`config.mk`:
```
export PLATFORM = sky130hd
export DESIGN_NAME = rename_top
export DESIGN_NICKNAME = d
export VERILOG_FILES = /design/src/rename_pkg.sv /design/src/free_list.sv /design/src/map_table.sv /design/src/rename_stage.sv /design/src/rename_top.sv /design/src/retire_stage.sv /design/src/rob_fifo.sv
export SDC_FILE = /design/constraint.sdc
export NUM_CORES = 1
export LEC_CHECK = 0
export BUFFER_PORTS_ARGS = -buffer_cell sky130_fd_sc_hd__buf_4
export CAP_MARGIN = 20
export CORE_UTILIZATION = 57
export CTS_BUF_LIST = sky130_fd_sc_hd__clkbuf_16
export DETAILED_ROUTE_END_ITERATION = 10
export PLACE_DENSITY = 0.76
export SLEW_MARGIN = 10
export SYNTH_ARGS = -nofsm -noshare
export SYNTH_HDL_FRONTEND = slang
export SYNTH_SLANG_ARGS = --single-unit
```
`constraint.sdc`:
```
create_clock -name clk -period 3.4 [get_ports clk]
set_clock_uncertainty 0.05 [all_clocks]
set_input_delay 0.34 -clock clk [delete_from_list [all_inputs] [get_ports clk]]
set_output_delay 0.34 -clock clk [all_outputs]
set_load 0.03 [all_outputs]
```
`src/rename_pkg.sv`:
```
`default_nettype none

package rename_pkg;

	localparam int num_arch = 32;
	localparam int num_preg = 64;

	localparam int arch_w = $clog2(num_arch);
	localparam int preg_w = $clog2(num_preg);

	typedef logic [arch_w-1:0] arch_idx_t; // architectural register index
	typedef logic [preg_w-1:0] preg_idx_t; // physical register index

	// one whole alias table, entry n holds the mapping of arch reg n
	typedef preg_idx_t [num_arch-1:0] map_image_t;

	typedef logic [num_preg-1:0] free_vec_t; // 1 = free

	// in-flight destination, oldest at the buffer head
	typedef struct packed {
		arch_idx_t arch_dest;
		preg_idx_t preg_dest;
	} rename_entry_t;

endpackage

`default_nettype wire

```
`src/free_list.sv`:
```
`timescale 1ns/1ns
`default_nettype none

module free_list (
	input wire clk,
	input wire reset,
	input wire flush,
	input wire alloc,
	input wire commit,
	input wire rename_pkg::preg_idx_t retire_preg,
	input wire rename_pkg::preg_idx_t freed_preg,
	output rename_pkg::preg_idx_t free_preg,
	output logic free_avail
);
	import rename_pkg::*;

	// upper half free, lower half holds the identity mappings
	localparam free_vec_t reset_vec = {{(num_preg - num_arch){1'b1}}, {num_arch{1'b0}}};

	free_vec_t spec_q;
	free_vec_t spec_d;
	free_vec_t ret_q;
	free_vec_t ret_d;

	// lowest set bit wins, scan from the top down
	always_comb begin
		free_preg = '0;
		for (int i = num_preg - 1; i >= 0; i--) begin
			if (spec_q[i]) begin
				free_preg = preg_idx_t'(i);
			end
		end
	end

	assign free_avail = |spec_q;

	always_comb begin
		spec_d = spec_q;
		ret_d = ret_q;
		if (flush) begin
			spec_d = ret_q; // back to the retired view
		end else begin
			if (alloc) begin
				spec_d[free_preg] = 1'b0;
			end
			if (commit) begin
				spec_d[freed_preg] = 1'b1; // old mapping is dead now
				ret_d[retire_preg] = 1'b0;
				ret_d[freed_preg] = 1'b1;
			end
		end
	end

	always_ff @(posedge clk) begin
		if (reset) begin
			spec_q <= reset_vec;
			ret_q <= reset_vec;
		end else begin
			spec_q <= spec_d;
			ret_q <= ret_d;
		end
	end

endmodule

`default_nettype wire

```
`src/map_table.sv`:
```
`timescale 1ns/1ns
`default_nettype none

module map_table (
	input wire clk,
	input wire reset,
	input wire copy,
	input wire rename_pkg::map_image_t image_in,
	output rename_pkg::map_image_t image_out,
	input wire rename_pkg::arch_idx_t rd_a_idx,
	output rename_pkg::preg_idx_t rd_a,
	input wire rename_pkg::arch_idx_t rd_b_idx,
	output rename_pkg::preg_idx_t rd_b,
	input wire wr_en,
	input wire rename_pkg::arch_idx_t wr_idx,
	input wire rename_pkg::preg_idx_t wr_data
);
	import rename_pkg::*;

	map_image_t map_q;

	always_ff @(posedge clk) begin
		if (reset) begin
			for (int i = 0; i < num_arch; i++) begin
				map_q[i] <= preg_idx_t'(i); // arch n -> preg n
			end
		end else if (copy) begin
			map_q <= image_in; // bulk load beats the write port
		end else if (wr_en) begin
			map_q[wr_idx] <= wr_data;
		end
	end

	// reads see the state before this cycle's write
	assign rd_a = map_q[rd_a_idx];
	assign rd_b = map_q[rd_b_idx];

	assign image_out = map_q;

endmodule

`default_nettype wire

```
`src/rename_stage.sv`:
```
`timescale 1ns/1ns
`default_nettype none

module rename_stage (
	input wire clk,
	input wire reset,
	input wire flush,
	input wire issue,
	input wire rename_pkg::arch_idx_t src_a,
	input wire rename_pkg::arch_idx_t src_b,
	input wire rename_pkg::arch_idx_t dest,
	output rename_pkg::preg_idx_t preg_a,
	output rename_pkg::preg_idx_t preg_b,
	output rename_pkg::preg_idx_t preg_dest,
	output logic issue_ready,
	input wire buf_full,
	output logic push,
	output rename_pkg::rename_entry_t push_entry,
	input wire rename_pkg::map_image_t rrat_image,
	input wire commit,
	input wire rename_pkg::preg_idx_t retire_preg,
	input wire rename_pkg::preg_idx_t freed_preg
);

	logic free_avail;

	assign issue_ready = free_avail && !buf_full;
	assign push = issue && issue_ready && !flush; // flush drops the issue

	assign push_entry = '{arch_dest: dest, preg_dest: preg_dest};

	map_table u_spec_table (
		.clk      (clk),
		.reset    (reset),
		.copy     (flush), // restore from retirement table
		.image_in (rrat_image),
		.image_out(),
		.rd_a_idx (src_a),
		.rd_a     (preg_a),
		.rd_b_idx (src_b),
		.rd_b     (preg_b),
		.wr_en    (push),
		.wr_idx   (dest),
		.wr_data  (preg_dest)
	);

	free_list u_free_list (
		.clk        (clk),
		.reset      (reset),
		.flush      (flush),
		.alloc      (push),
		.commit     (commit),
		.retire_preg(retire_preg),
		.freed_preg (freed_preg),
		.free_preg  (preg_dest), // lowest free preg becomes the new dest
		.free_avail (free_avail)
	);

endmodule

`default_nettype wire

```
`src/rename_top.sv`:
```
`timescale 1ns/1ns
`default_nettype none

module rename_top #(
	parameter int rob_depth = 8
) (
	input wire clk,
	input wire reset,
	input wire issue,
	input wire rename_pkg::arch_idx_t src_a,
	input wire rename_pkg::arch_idx_t src_b,
	input wire rename_pkg::arch_idx_t dest,
	input wire commit,
	input wire flush,
	output rename_pkg::preg_idx_t preg_a,
	output rename_pkg::preg_idx_t preg_b,
	output rename_pkg::preg_idx_t preg_dest,
	output logic issue_ready,
	output logic commit_valid,
	output rename_pkg::preg_idx_t retire_preg,
	output rename_pkg::preg_idx_t freed_preg
);
	import rename_pkg::*;

	rename_entry_t push_entry;
	rename_entry_t head;
	map_image_t rrat_image;
	logic buf_full;
	logic push;
	logic not_empty;
	logic take;

	rename_stage u_rename_stage (
		.clk        (clk),
		.reset      (reset),
		.flush      (flush),
		.issue      (issue),
		.src_a      (src_a),
		.src_b      (src_b),
		.dest       (dest),
		.preg_a     (preg_a),
		.preg_b     (preg_b),
		.preg_dest  (preg_dest),
		.issue_ready(issue_ready),
		.buf_full   (buf_full),
		.push       (push),
		.push_entry (push_entry),
		.rrat_image (rrat_image),
		.commit     (take),
		.retire_preg(retire_preg),
		.freed_preg (freed_preg)
	);

	rob_fifo #(
		.rob_depth(rob_depth)
	) u_rob_fifo (
		.clk       (clk),
		.reset     (reset),
		.flush     (flush),
		.push      (push),
		.push_entry(push_entry),
		.pop       (take),
		.head      (head),
		.full      (buf_full),
		.not_empty (not_empty)
	);

	retire_stage u_retire_stage (
		.clk         (clk),
		.reset       (reset),
		.flush       (flush),
		.commit      (commit),
		.head        (head),
		.not_empty   (not_empty),
		.commit_valid(commit_valid),
		.take        (take),
		.retire_preg (retire_preg),
		.freed_preg  (freed_preg),
		.rrat_image  (rrat_image)
	);

endmodule

`default_nettype wire

```
`src/retire_stage.sv`:
```
`timescale 1ns/1ns
`default_nettype none

module retire_stage (
	input wire clk,
	input wire reset,
	input wire flush,
	input wire commit,
	input wire rename_pkg::rename_entry_t head,
	input wire not_empty,
	output logic commit_valid,
	output logic take,
	output rename_pkg::preg_idx_t retire_preg,
	output rename_pkg::preg_idx_t freed_preg,
	output rename_pkg::map_image_t rrat_image
);

	assign commit_valid = not_empty;
	assign take = commit && not_empty && !flush; // no retire in a flush cycle
	assign retire_preg = head.preg_dest;

	// retirement table never bulk loads
	map_table u_ret_table (
		.clk      (clk),
		.reset    (reset),
		.copy     (1'b0),
		.image_in ('0),
		.image_out(rrat_image),
		.rd_a_idx (head.arch_dest),
		.rd_a     (freed_preg), // mapping about to be overwritten
		.rd_b_idx ('0),
		.rd_b     (),
		.wr_en    (take),
		.wr_idx   (head.arch_dest),
		.wr_data  (head.preg_dest)
	);

endmodule

`default_nettype wire

```
`src/rob_fifo.sv`:
```
`timescale 1ns/1ns
`default_nettype none

module rob_fifo #(
	parameter int rob_depth = 8
) (
	input wire clk,
	input wire reset,
	input wire flush,
	input wire push,
	input wire rename_pkg::rename_entry_t push_entry,
	input wire pop,
	output rename_pkg::rename_entry_t head,
	output logic full,
	output logic not_empty
);
	import rename_pkg::*;

	localparam int ptr_w = (rob_depth > 1) ? $clog2(rob_depth) : 1;
	localparam int cnt_w = $clog2(rob_depth + 1);

	typedef logic [ptr_w-1:0] ptr_t;
	typedef logic [cnt_w-1:0] cnt_t;

	rename_entry_t entries [rob_depth];
	ptr_t rd_ptr;
	ptr_t wr_ptr;
	cnt_t count;
	logic do_push;
	logic do_pop;

	// wrap explicitly, depth need not be a power of two
	function automatic ptr_t next_ptr(ptr_t p);
		return (p == ptr_t'(rob_depth - 1)) ? '0 : p + ptr_t'(1);
	endfunction

	assign full = (count == cnt_t'(rob_depth));
	assign not_empty = (count != '0);
	assign do_push = push && !full;
	assign do_pop = pop && not_empty;
	assign head = entries[rd_ptr]; // oldest entry

	always_ff @(posedge clk) begin
		if (reset || flush) begin
			rd_ptr <= '0;
			wr_ptr <= '0;
			count <= '0; // everything in flight is squashed
		end else begin
			if (do_push) begin
				wr_ptr <= next_ptr(wr_ptr);
			end
			if (do_pop) begin
				rd_ptr <= next_ptr(rd_ptr);
			end
			count <= count + cnt_t'(do_push) - cnt_t'(do_pop);
		end
	end

	always_ff @(posedge clk) begin
		if (do_push) begin
			entries[wr_ptr] <= push_entry;
		end
	end

endmodule

`default_nettype wire

```
---- Yosys cells after proc, flatten, opt, wreduce, memory -nomap -nowiden ----
Memory sizes are Yosys's and may differ from the RTL's. A register that Yosys moved wholly into a read port is not among the register bits.
Cells that the tools add are included.
word-level totals
  register bits after elaboration ......... 522
  memory bits (writable) .................. 88
  bits of input ports ..................... 20
  output and inout port bits .............. 32
  word-level logic and storage cells ...... 209
  memories ................................ 1
memory list
  memory              words  width  rd ports  clocked after Yosys merged registers in  write ports  RTL line        source
  u_rob_fifo.entries  8      11     1         1                                        1            rob_fifo.sv:25  rename_entry_t entries [rob_depth];
operators by class
  add/sub/neg operators ................... 4
  magnitude comparators ................... 12
  equality and inequality tests ........... 3
  mux-type cells .......................... 94
  bitwise logic cells ..................... 7
  reductions and logical operators ........ 19
operators with widths
  operator               count
  $mux W6                69
  $bwmux W192            2
  $mux W192              2
  $mux W64               4
  $and A64 B64 Y64       2
  $not A64 Y64           2
  $or A64 B64 Y64        2
  $bmux W6 S5            3
  $reduce_or A64 Y1      1
  $demux W6 S5           2
  $lt A5 B6 Y1 const B   4
  $lt A6 B7 Y1 const B   3
  $demux W1 S6           3
  $ge A6 B1 Y1 const B   3
  $logic_and A1 B1 Y1    12
  $mux W3                4
  $ge A5 B1 Y1 const B   2
  $add A3 B1 Y3 const B  2
  $eq A3 B3 Y1 const B   2
  $mux W1                5
  $add A4 B1 Y4          1
  $eq A4 B4 Y1 const B   1
  $reduce_bool A4 Y1     1
  $sub A4 B1 Y4          1
  5 further kinds        6

---- Longest topological paths before layout ----
Gate-level depths: netlist (run 1).
  depth in word-level cells ............... 75
  gate-level depth with buffers ........... 16

---- By module ----
From an unflattened synthesis (run 1), not the netlist that was laid out.
unflattened totals
  cell total of the unflattened synthesis .. 3654
  area total of the unflattened synthesis .. 35708.0 µm²
modules (own cells, without submodules)
  module        instances  cells an instance  area each (µm²)
  map_table     2          1288               12525.8
  free_list     1          851                6426.2
  rob_fifo      1          205                4061.4
  rename_stage  1          13                 103.8
  retire_stage  1          9                  65.1

---- Worst setup path after synthesis (run 1) ----
No wires, ideal clock.
  path type ............................... reg2reg
  from .................................... reg with a tool-made name
  to ...................................... reg u_rename_stage.u_free_list.spec_q[60]
  setup time .............................. 127 ps
  arrival ................................. 3531 ps
  slack ................................... -308 ps
  cell stages (with the launch flop) ...... 15
  path buffers ............................ 4
  clock period less this slack ............ 3708 ps
  cells stage by stage .................... dfxtp_1 -> buf_6 -> mux4_2 -> mux2i_4 -> buf_6 -> buf_4 -> mux2i_1 -> mux2i_1 -> a32oi_1 -> nand4_1 -> nor3b_2 -> and2_1 -> buf_2 -> nor2b_1 -> or3_1
RTL lines
  item                  RTL line         source
  end signal, assigned  free_list.sv:56  spec_q <= reset_vec;
  end signal, assigned  free_list.sv:59  spec_q <= spec_d;
  end, declared         free_list.sv:20  free_vec_t spec_q;

==> reports/results.txt, run 1 <==
via total after detailed routing -> 31,300
Setup Viol. Count Final -> 134
share of the synthesized area in the top cell type -> 34.1%
leading post-synthesis cells by cell area -> dfxtp_1, mux4_2, edfxtp_1
Avg Inst Size Synth -> 8.98 um^2
Critical Path RT -> 3870 ps
Boundary Pins -> 52
Max Fclk -> 0.247 GHz
Die Footprint -> 55,100 um^2
Sw Pwr -> 0.00519 W
Total GRT Usage -> 44.3%
Vias per Instance -> 6.98
dpl cells -> 4,290
count leader, synth -> nand2_1
clock sinks -> 613
maximum vdd ir drop -> 0.411 mV
DRC Markers -> 0
Rows -> 84
Reg2Reg Setup Slack -> -650 ps
antenna-violating nets left -> 0
CP Max Fanout -> 7
violated checks -> setup timing
worst hold-check path type -> primary input to flop
Setup crit end kind -> flop
ys flop type -> dfxtp_1
Setup crit start kind -> flop
Final Cycle Share -> 119%
Hold Fails Final Rpt -> 0
leakage power -> 14.9 nW
Int Power -> 0.0129 W
Routed WL per cell -> 28.3 um
Seq cells post-synth -> 613
DR pass1 iterations -> 9
die width -> 235 um
Worst-Skew Late Latency -> 620 ps
CTS buffer count -> 67
initial antenna violation count -> 3
final std cells w/o fill -> 4,488
outcome -> finished, violations left
Max clock buf depth -> 3
pwr/cell area -> 465 nW/um^2
Core Area -> 53,000 um^2
sequential area share after synthesis -> 42.6%
Synth Warn # -> 0
main combinational cell family by area after synthesis -> simple AND/OR/NAND/NOR gates
Post-Syn Nets -> 3,466
Inserted Diodes -> 0
count of cell types in the netlist -> 88
Synth Area in Simple Gates -> 18.6%
largest net degree at the start of global routing -> 200
max-cap viol count -> 0
final worst slack -> -652 ps
Slew Limit Fails -> 0
Post-Synth Adder-Cell Area -> 0.470%
post-synthesis mux area share -> 16.0%
sw frac -> 28.6%
WHS -> 85.3 ps
first-pass GRT wire length -> 184 mm
Initial Util -> 58.2%
EDFF count, synth -> 88
Root Driver -> clkbuf_16
relative slew slack -> 20.9%
Yosys top cell by area -> dfxtp_1
Synth Area in XOR/XNOR -> 0.0568%
die span in y -> 235 um
htree depth -> 3
Clock transition at path regs -> 60 ps
Gate power share -> 17.7%
synthesis-to-layout area growth -> 26.3%
Post-Syn Area -> 30,800 um^2
Congestion Overflow GR -> 0
asr flop ratio synth -> 0%
fin nets -> 3,781
vias in the first global route -> 29,800
transition time of the tightest slew-check pin -> 1180 ps
fraction of layout cells with a size suffix above 1 -> 26.9%
Routability Congestion -> 1.05
critical path class -> flop to flop
clock share of power -> 40.6%
Final HPWL DP -> 84.6 mm
CTS tree -> done
Reg power frac -> 41.6%
post-route minimum period -> 4050 ps
Post-Syn Instances -> 3,435
Critical Path AT -> 4530 ps
IO buf count -> 51
Synth Area in Compound Gates -> 18.2%
Starting DRT DRC Count -> 5,128
Total Wirelength -> 127 mm
RSZ-0062 raised after global routing -> yes
top post-synthesis cells by count -> nand2_1, dfxtp_1, nor2_1
==> per-layer routing <==
metal  GRT usage, %  share of wire [%]
met2           66.7                 43
met4           35.6                9.3
met3           10.7                 13
met5              0              0.011
met1           54.3                 35
==> sequential cells by signal (all words and copies together), names as in the netlist, named ones only <==
signal and cells:
u_rename_stage.u_spec_table.image_out 192, u_rob_fifo.entries 88, u_rob_fifo.count 4, u_rename_stage.u_free_list.spec_q 64
u_retire_stage.u_ret_table.image_out 192, u_rob_fifo.rd_ptr 3, u_rename_stage.u_free_list.ret_q 64, u_rob_fifo.wr_ptr 3
==> final timing paths <==
kind	from	end	cells past startpoint
max	flop	u_rename_stage.u_free_list.spec_q[18]	14
min reg2reg	u_rename_stage.u_free_list.ret_q[45]	u_rename_stage.u_free_list.ret_q[45]	1
max reg2reg	flop	u_rename_stage.u_free_list.spec_q[18]	14
min	dest[0]	u_rob_fifo.entries[4][6]	1
==> worst max-delay path, stage by stage (launching register included) <==
cell and delay [ps]:
dfxtp_4 400, mux4_2 580, mux2i_4 200, buf_12 170
buf_16 160, buf_6 120, mux2i_1 310, mux2i_4 170
a32oi_1 200, nand4_1 200, buf_4 220, buf_6 120
or3_4 370, or4_4 500, a31oi_1 200
==> what timing repair did <==
item,in CTS,in global routing
endpoints found under the hold margin,8,0
hold buffers,1,0
setup endpoints to repair,141,310
buffers inserted,29,51
pin swaps,18,94
cloned,5,0
gates resized for setup,161,231
==> cells in the final DEF, fill, tap and decap left out, types with 96 or more instances in the layout <==
cell type    n
nand2_1    536
dfxtp_1    519
nor2_1     382
buf_4      376
o21ai_0    204
a21oi_1    183
o211ai_1   146
mux4_2     139
a211oi_1   110
mux2i_1    104
nand3_1     96
==> power groups by stage <==
stage          Sequential (W)  Combinational (W)  Clock [W]
2_1_floorplan         0.00767            0.00135          0
3_3_place_gp          0.00769            0.00253          0
3_5_place_dp          0.00770            0.00256          0
4_1_cts               0.00754            0.00278    0.00735
5_1_grt               0.00755            0.00326    0.00764
6_report              0.00755            0.00321    0.00736
==> stage by stage <==
| stage | power (W) | instance area (um^2) | worst slack, ps | util, % | setup TNS, ps |
|---|---|---|---|---|---|
| floorplan | 0.00902 | 30900 | -262 | - | -1830 |
| finish | 0.0181 | 39000 | -652 | 73.6 | -53570 |
| detailed placement | 0.0103 | 34400 | -524 | 64.9 | -43630 |
| global route | 0.0184 | 39000 | -673 | 73.6 | -61140 |
| CTS | 0.0177 | 37600 | -575 | 70.9 | -29250 |
| global placement | 0.0102 | 34400 | -424 | 64.9 | -32580 |
==> cell families after synthesis <==
logic type	count (synthesis)
xor+xnor	2
fa+ha+maj	11
buf+inv	304
mux	310
flops	613
compound gates	874
simple gates	1321
==> layout make-up <==
cell class | instances | area [um^2]
Timing Repair Buffer | 497 | 4650
Clock buffer | 71 | 1780
Fill cell | 3748 | 14000
Inverter | 51 | 226
Sequential cell | 613 | 13200
Clock inverter | 48 | 397
Tap cell | 688 | 861
Multi-Input combinational cell | 2520 | 17900
Power figures use the tool's default switching activity.
==> run 2, diff against run 1 <==
Settings changed: CELL_PAD_IN_SITES_DETAIL_PLACEMENT set to 1, CELL_PAD_IN_SITES_GLOBAL_PLACEMENT set to 2, CORE_UTILIZATION 57 to 36, MAX_ROUTING_LAYER set to met4, PLACE_DENSITY 0.76 to unset, PLACE_DENSITY_LB_ADDON set to 0.1.
==> run 2 against run 1 <==
Net effect:
- the run still ends with setup timing left
- combinational power grew 9.7%
- non-clock buffer count up 74
- via count fell by 3.1%
- largest cell class unchanged
- largest power group is now the clock network
==> reports/results.txt, run 2 (same netlist as run 1, synthesis figures left out) <==
Core Area -> 84,200 um^2
Routed WL per cell -> 30.0 um
worst hold-check path type -> primary input to flop
Max clock buf depth -> 3
worst hold start -> dest[3]
critical path class -> flop to flop
synthesis-to-layout area growth -> 32.1%
CTS tree -> done
pwr/cell area -> 466 nW/um^2
FF-to-FF path depth -> 14
Critical Path RT -> 3920 ps
violated checks -> setup timing
sw frac -> 30.2%
outcome -> finished, violations left
Die Footprint -> 86,900 um^2
max-cap viol count -> 0
CP Max Fanout -> 11
via total after detailed routing -> 30,400
Root Driver -> clkbuf_16
Int Power -> 0.0132 W
WHS -> 50.5 ps
htree depth -> 3
fraction of layout cells with a size suffix above 1 -> 28.8%
Initial Util -> 36.6%
Setup crit end kind -> flop
Routability Congestion -> 0.969
Tot Pwr -> 0.0190 W
final std cells w/o fill -> 5,024
busiest grt layer -> met2
die span in y -> 295 um
Max Fclk -> 0.243 GHz
commonest non-fill, non-tap cells in the layout -> nand2_1, dfxtp_1, buf_4
delay-heaviest family, CP -> multiplexers
Critical Path AT -> 4640 ps
Final Cycle Share -> 121%
transition time of the tightest slew-check pin -> 1070 ps
CP max stage cell -> mux4_2
CTS buffer count -> 74
DRC Markers -> 0
die width -> 295 um
IO buf count -> 51
antenna-violating nets left -> 0
largest net degree at the start of global routing -> 174
Reg power frac -> 39.8%
GR Util met1 -> 42.8%
Rows -> 106
RSZ-0062 raised after global routing -> yes
Reg2Reg Setup Slack -> -720 ps
dpl cells -> 4,774
RR Endpoint -> u_rename_stage.u_free_list.spec_q[18]
critical path, cell by cell -> mux4_2 -> mux2i_4 -> buf_12 -> buf_16 -> buf_4 -> mux2i_1 -> mux2i_4 -> a32oi_1 -> nand4_1 -> buf_6 -> buf_6 -> or3_4 -> or4_4 -> a31oi_1
relative slew slack -> 28.5%
Vias per Instance -> 6.04
Hold Path Depth -> 1
Hold Fails Final Rpt -> 0
max incr delay on CP -> 590 ps
leakage power -> 15.5 nW
Clock transition at path regs -> 60 ps
first-pass GRT wire length -> 215 mm
Slew Limit Fails -> 0
clock sinks -> 613
Starting DRT DRC Count -> 2,492
Setup crit start kind -> flop
Total Wirelength -> 151 mm
fin nets -> 3,861
setup tns final -> -61,190 ps
Congestion Overflow GR -> 0
post-route minimum period -> 4120 ps
Worst Path Buf+Inv -> 5
Total GRT Usage -> 35.2%
initial antenna violation count -> 5
M2 GR Usage -> 56.0%
commonest non-fill, non-tap cell in the layout -> nand2_1
Final HPWL DP -> 107 mm
maximum vdd ir drop -> 0.320 mV
vias in the first global route -> 30,400
clock share of power -> 41.7%
DR pass1 iterations -> 5
Hold Path End -> u_rob_fifo.entries[1][9]
Gate power share -> 18.6%
Setup Viol. Count Final -> 135
final worst slack -> -723 ps
fin util -> 48.4%
met3 Use GR -> 4.49%
Worst-Skew Late Latency -> 650 ps
Boundary Pins -> 52
Sw Pwr -> 0.00574 W
[run 2: cell type report]
| type | count | area (um^2) |
|---|---|---|
| inverter | 51 | 231 |
| sequential | 613 | 13200 |
| antenna | 3 | 7.51 |
| tap | 1134 | 1420 |
| fill | 9412 | 43500 |
| clock buffer | 74 | 1850 |
| timing repair buffer | 571 | 5560 |
| clock inverter | 59 | 485 |
| multi-input combinational | 2519 | 18000 |
[run 2: worst max-delay path by stage]
stage	cells after the start	to	slack, ps
after global placement	11	u_rename_stage.u_free_list.spec_q[18]	-700
after detailed placement	11	u_rename_stage.u_free_list.spec_q[18]	-770
after CTS	12	freed_preg[2]	-670
after global routing	15	u_rename_stage.u_free_list.spec_q[18]	-720
after floorplan	12	u_rename_stage.u_free_list.spec_q[18]	-260
final	14	u_rename_stage.u_free_list.spec_q[18]	-720
[run 2: what timing repair did]
action	CTS	global route
hold buffers	1	0
endpoints found under the hold margin	1	0
cloned	3	1
setup buffers	42	74
resized for setup	217	239
endpoints found under the setup margin	155	240
pin swaps	46	99
[run 2: metrics by stage]
stage	worst slack (ps)	instance area [um^2]
detailed placement	-771	35400
floorplan	-262	30900
global placement	-700	35400
global route	-723	40700
CTS	-674	39100
finish	-723	40700
[run 2: routing by layer]
layer | part of all wire (%) | vias up
met2 | 47 | 1121
met4 | 6.6 | 0
met5 | 0 | -
li1 | - | 13400
met3 | 5.5 | 383
met1 | 41 | 15400
[run 2: power groups by stage]
stage / registers (W) / logic, W / clock network [W]
2_1_floorplan: 0.00767 / 0.00135 / 0
3_3_place_gp: 0.00769 / 0.00282 / 0
3_5_place_dp: 0.00770 / 0.00286 / 0
4_1_cts: 0.00754 / 0.00313 / 0.00800
5_1_grt: 0.00755 / 0.00362 / 0.00831
6_report: 0.00755 / 0.00352 / 0.00790
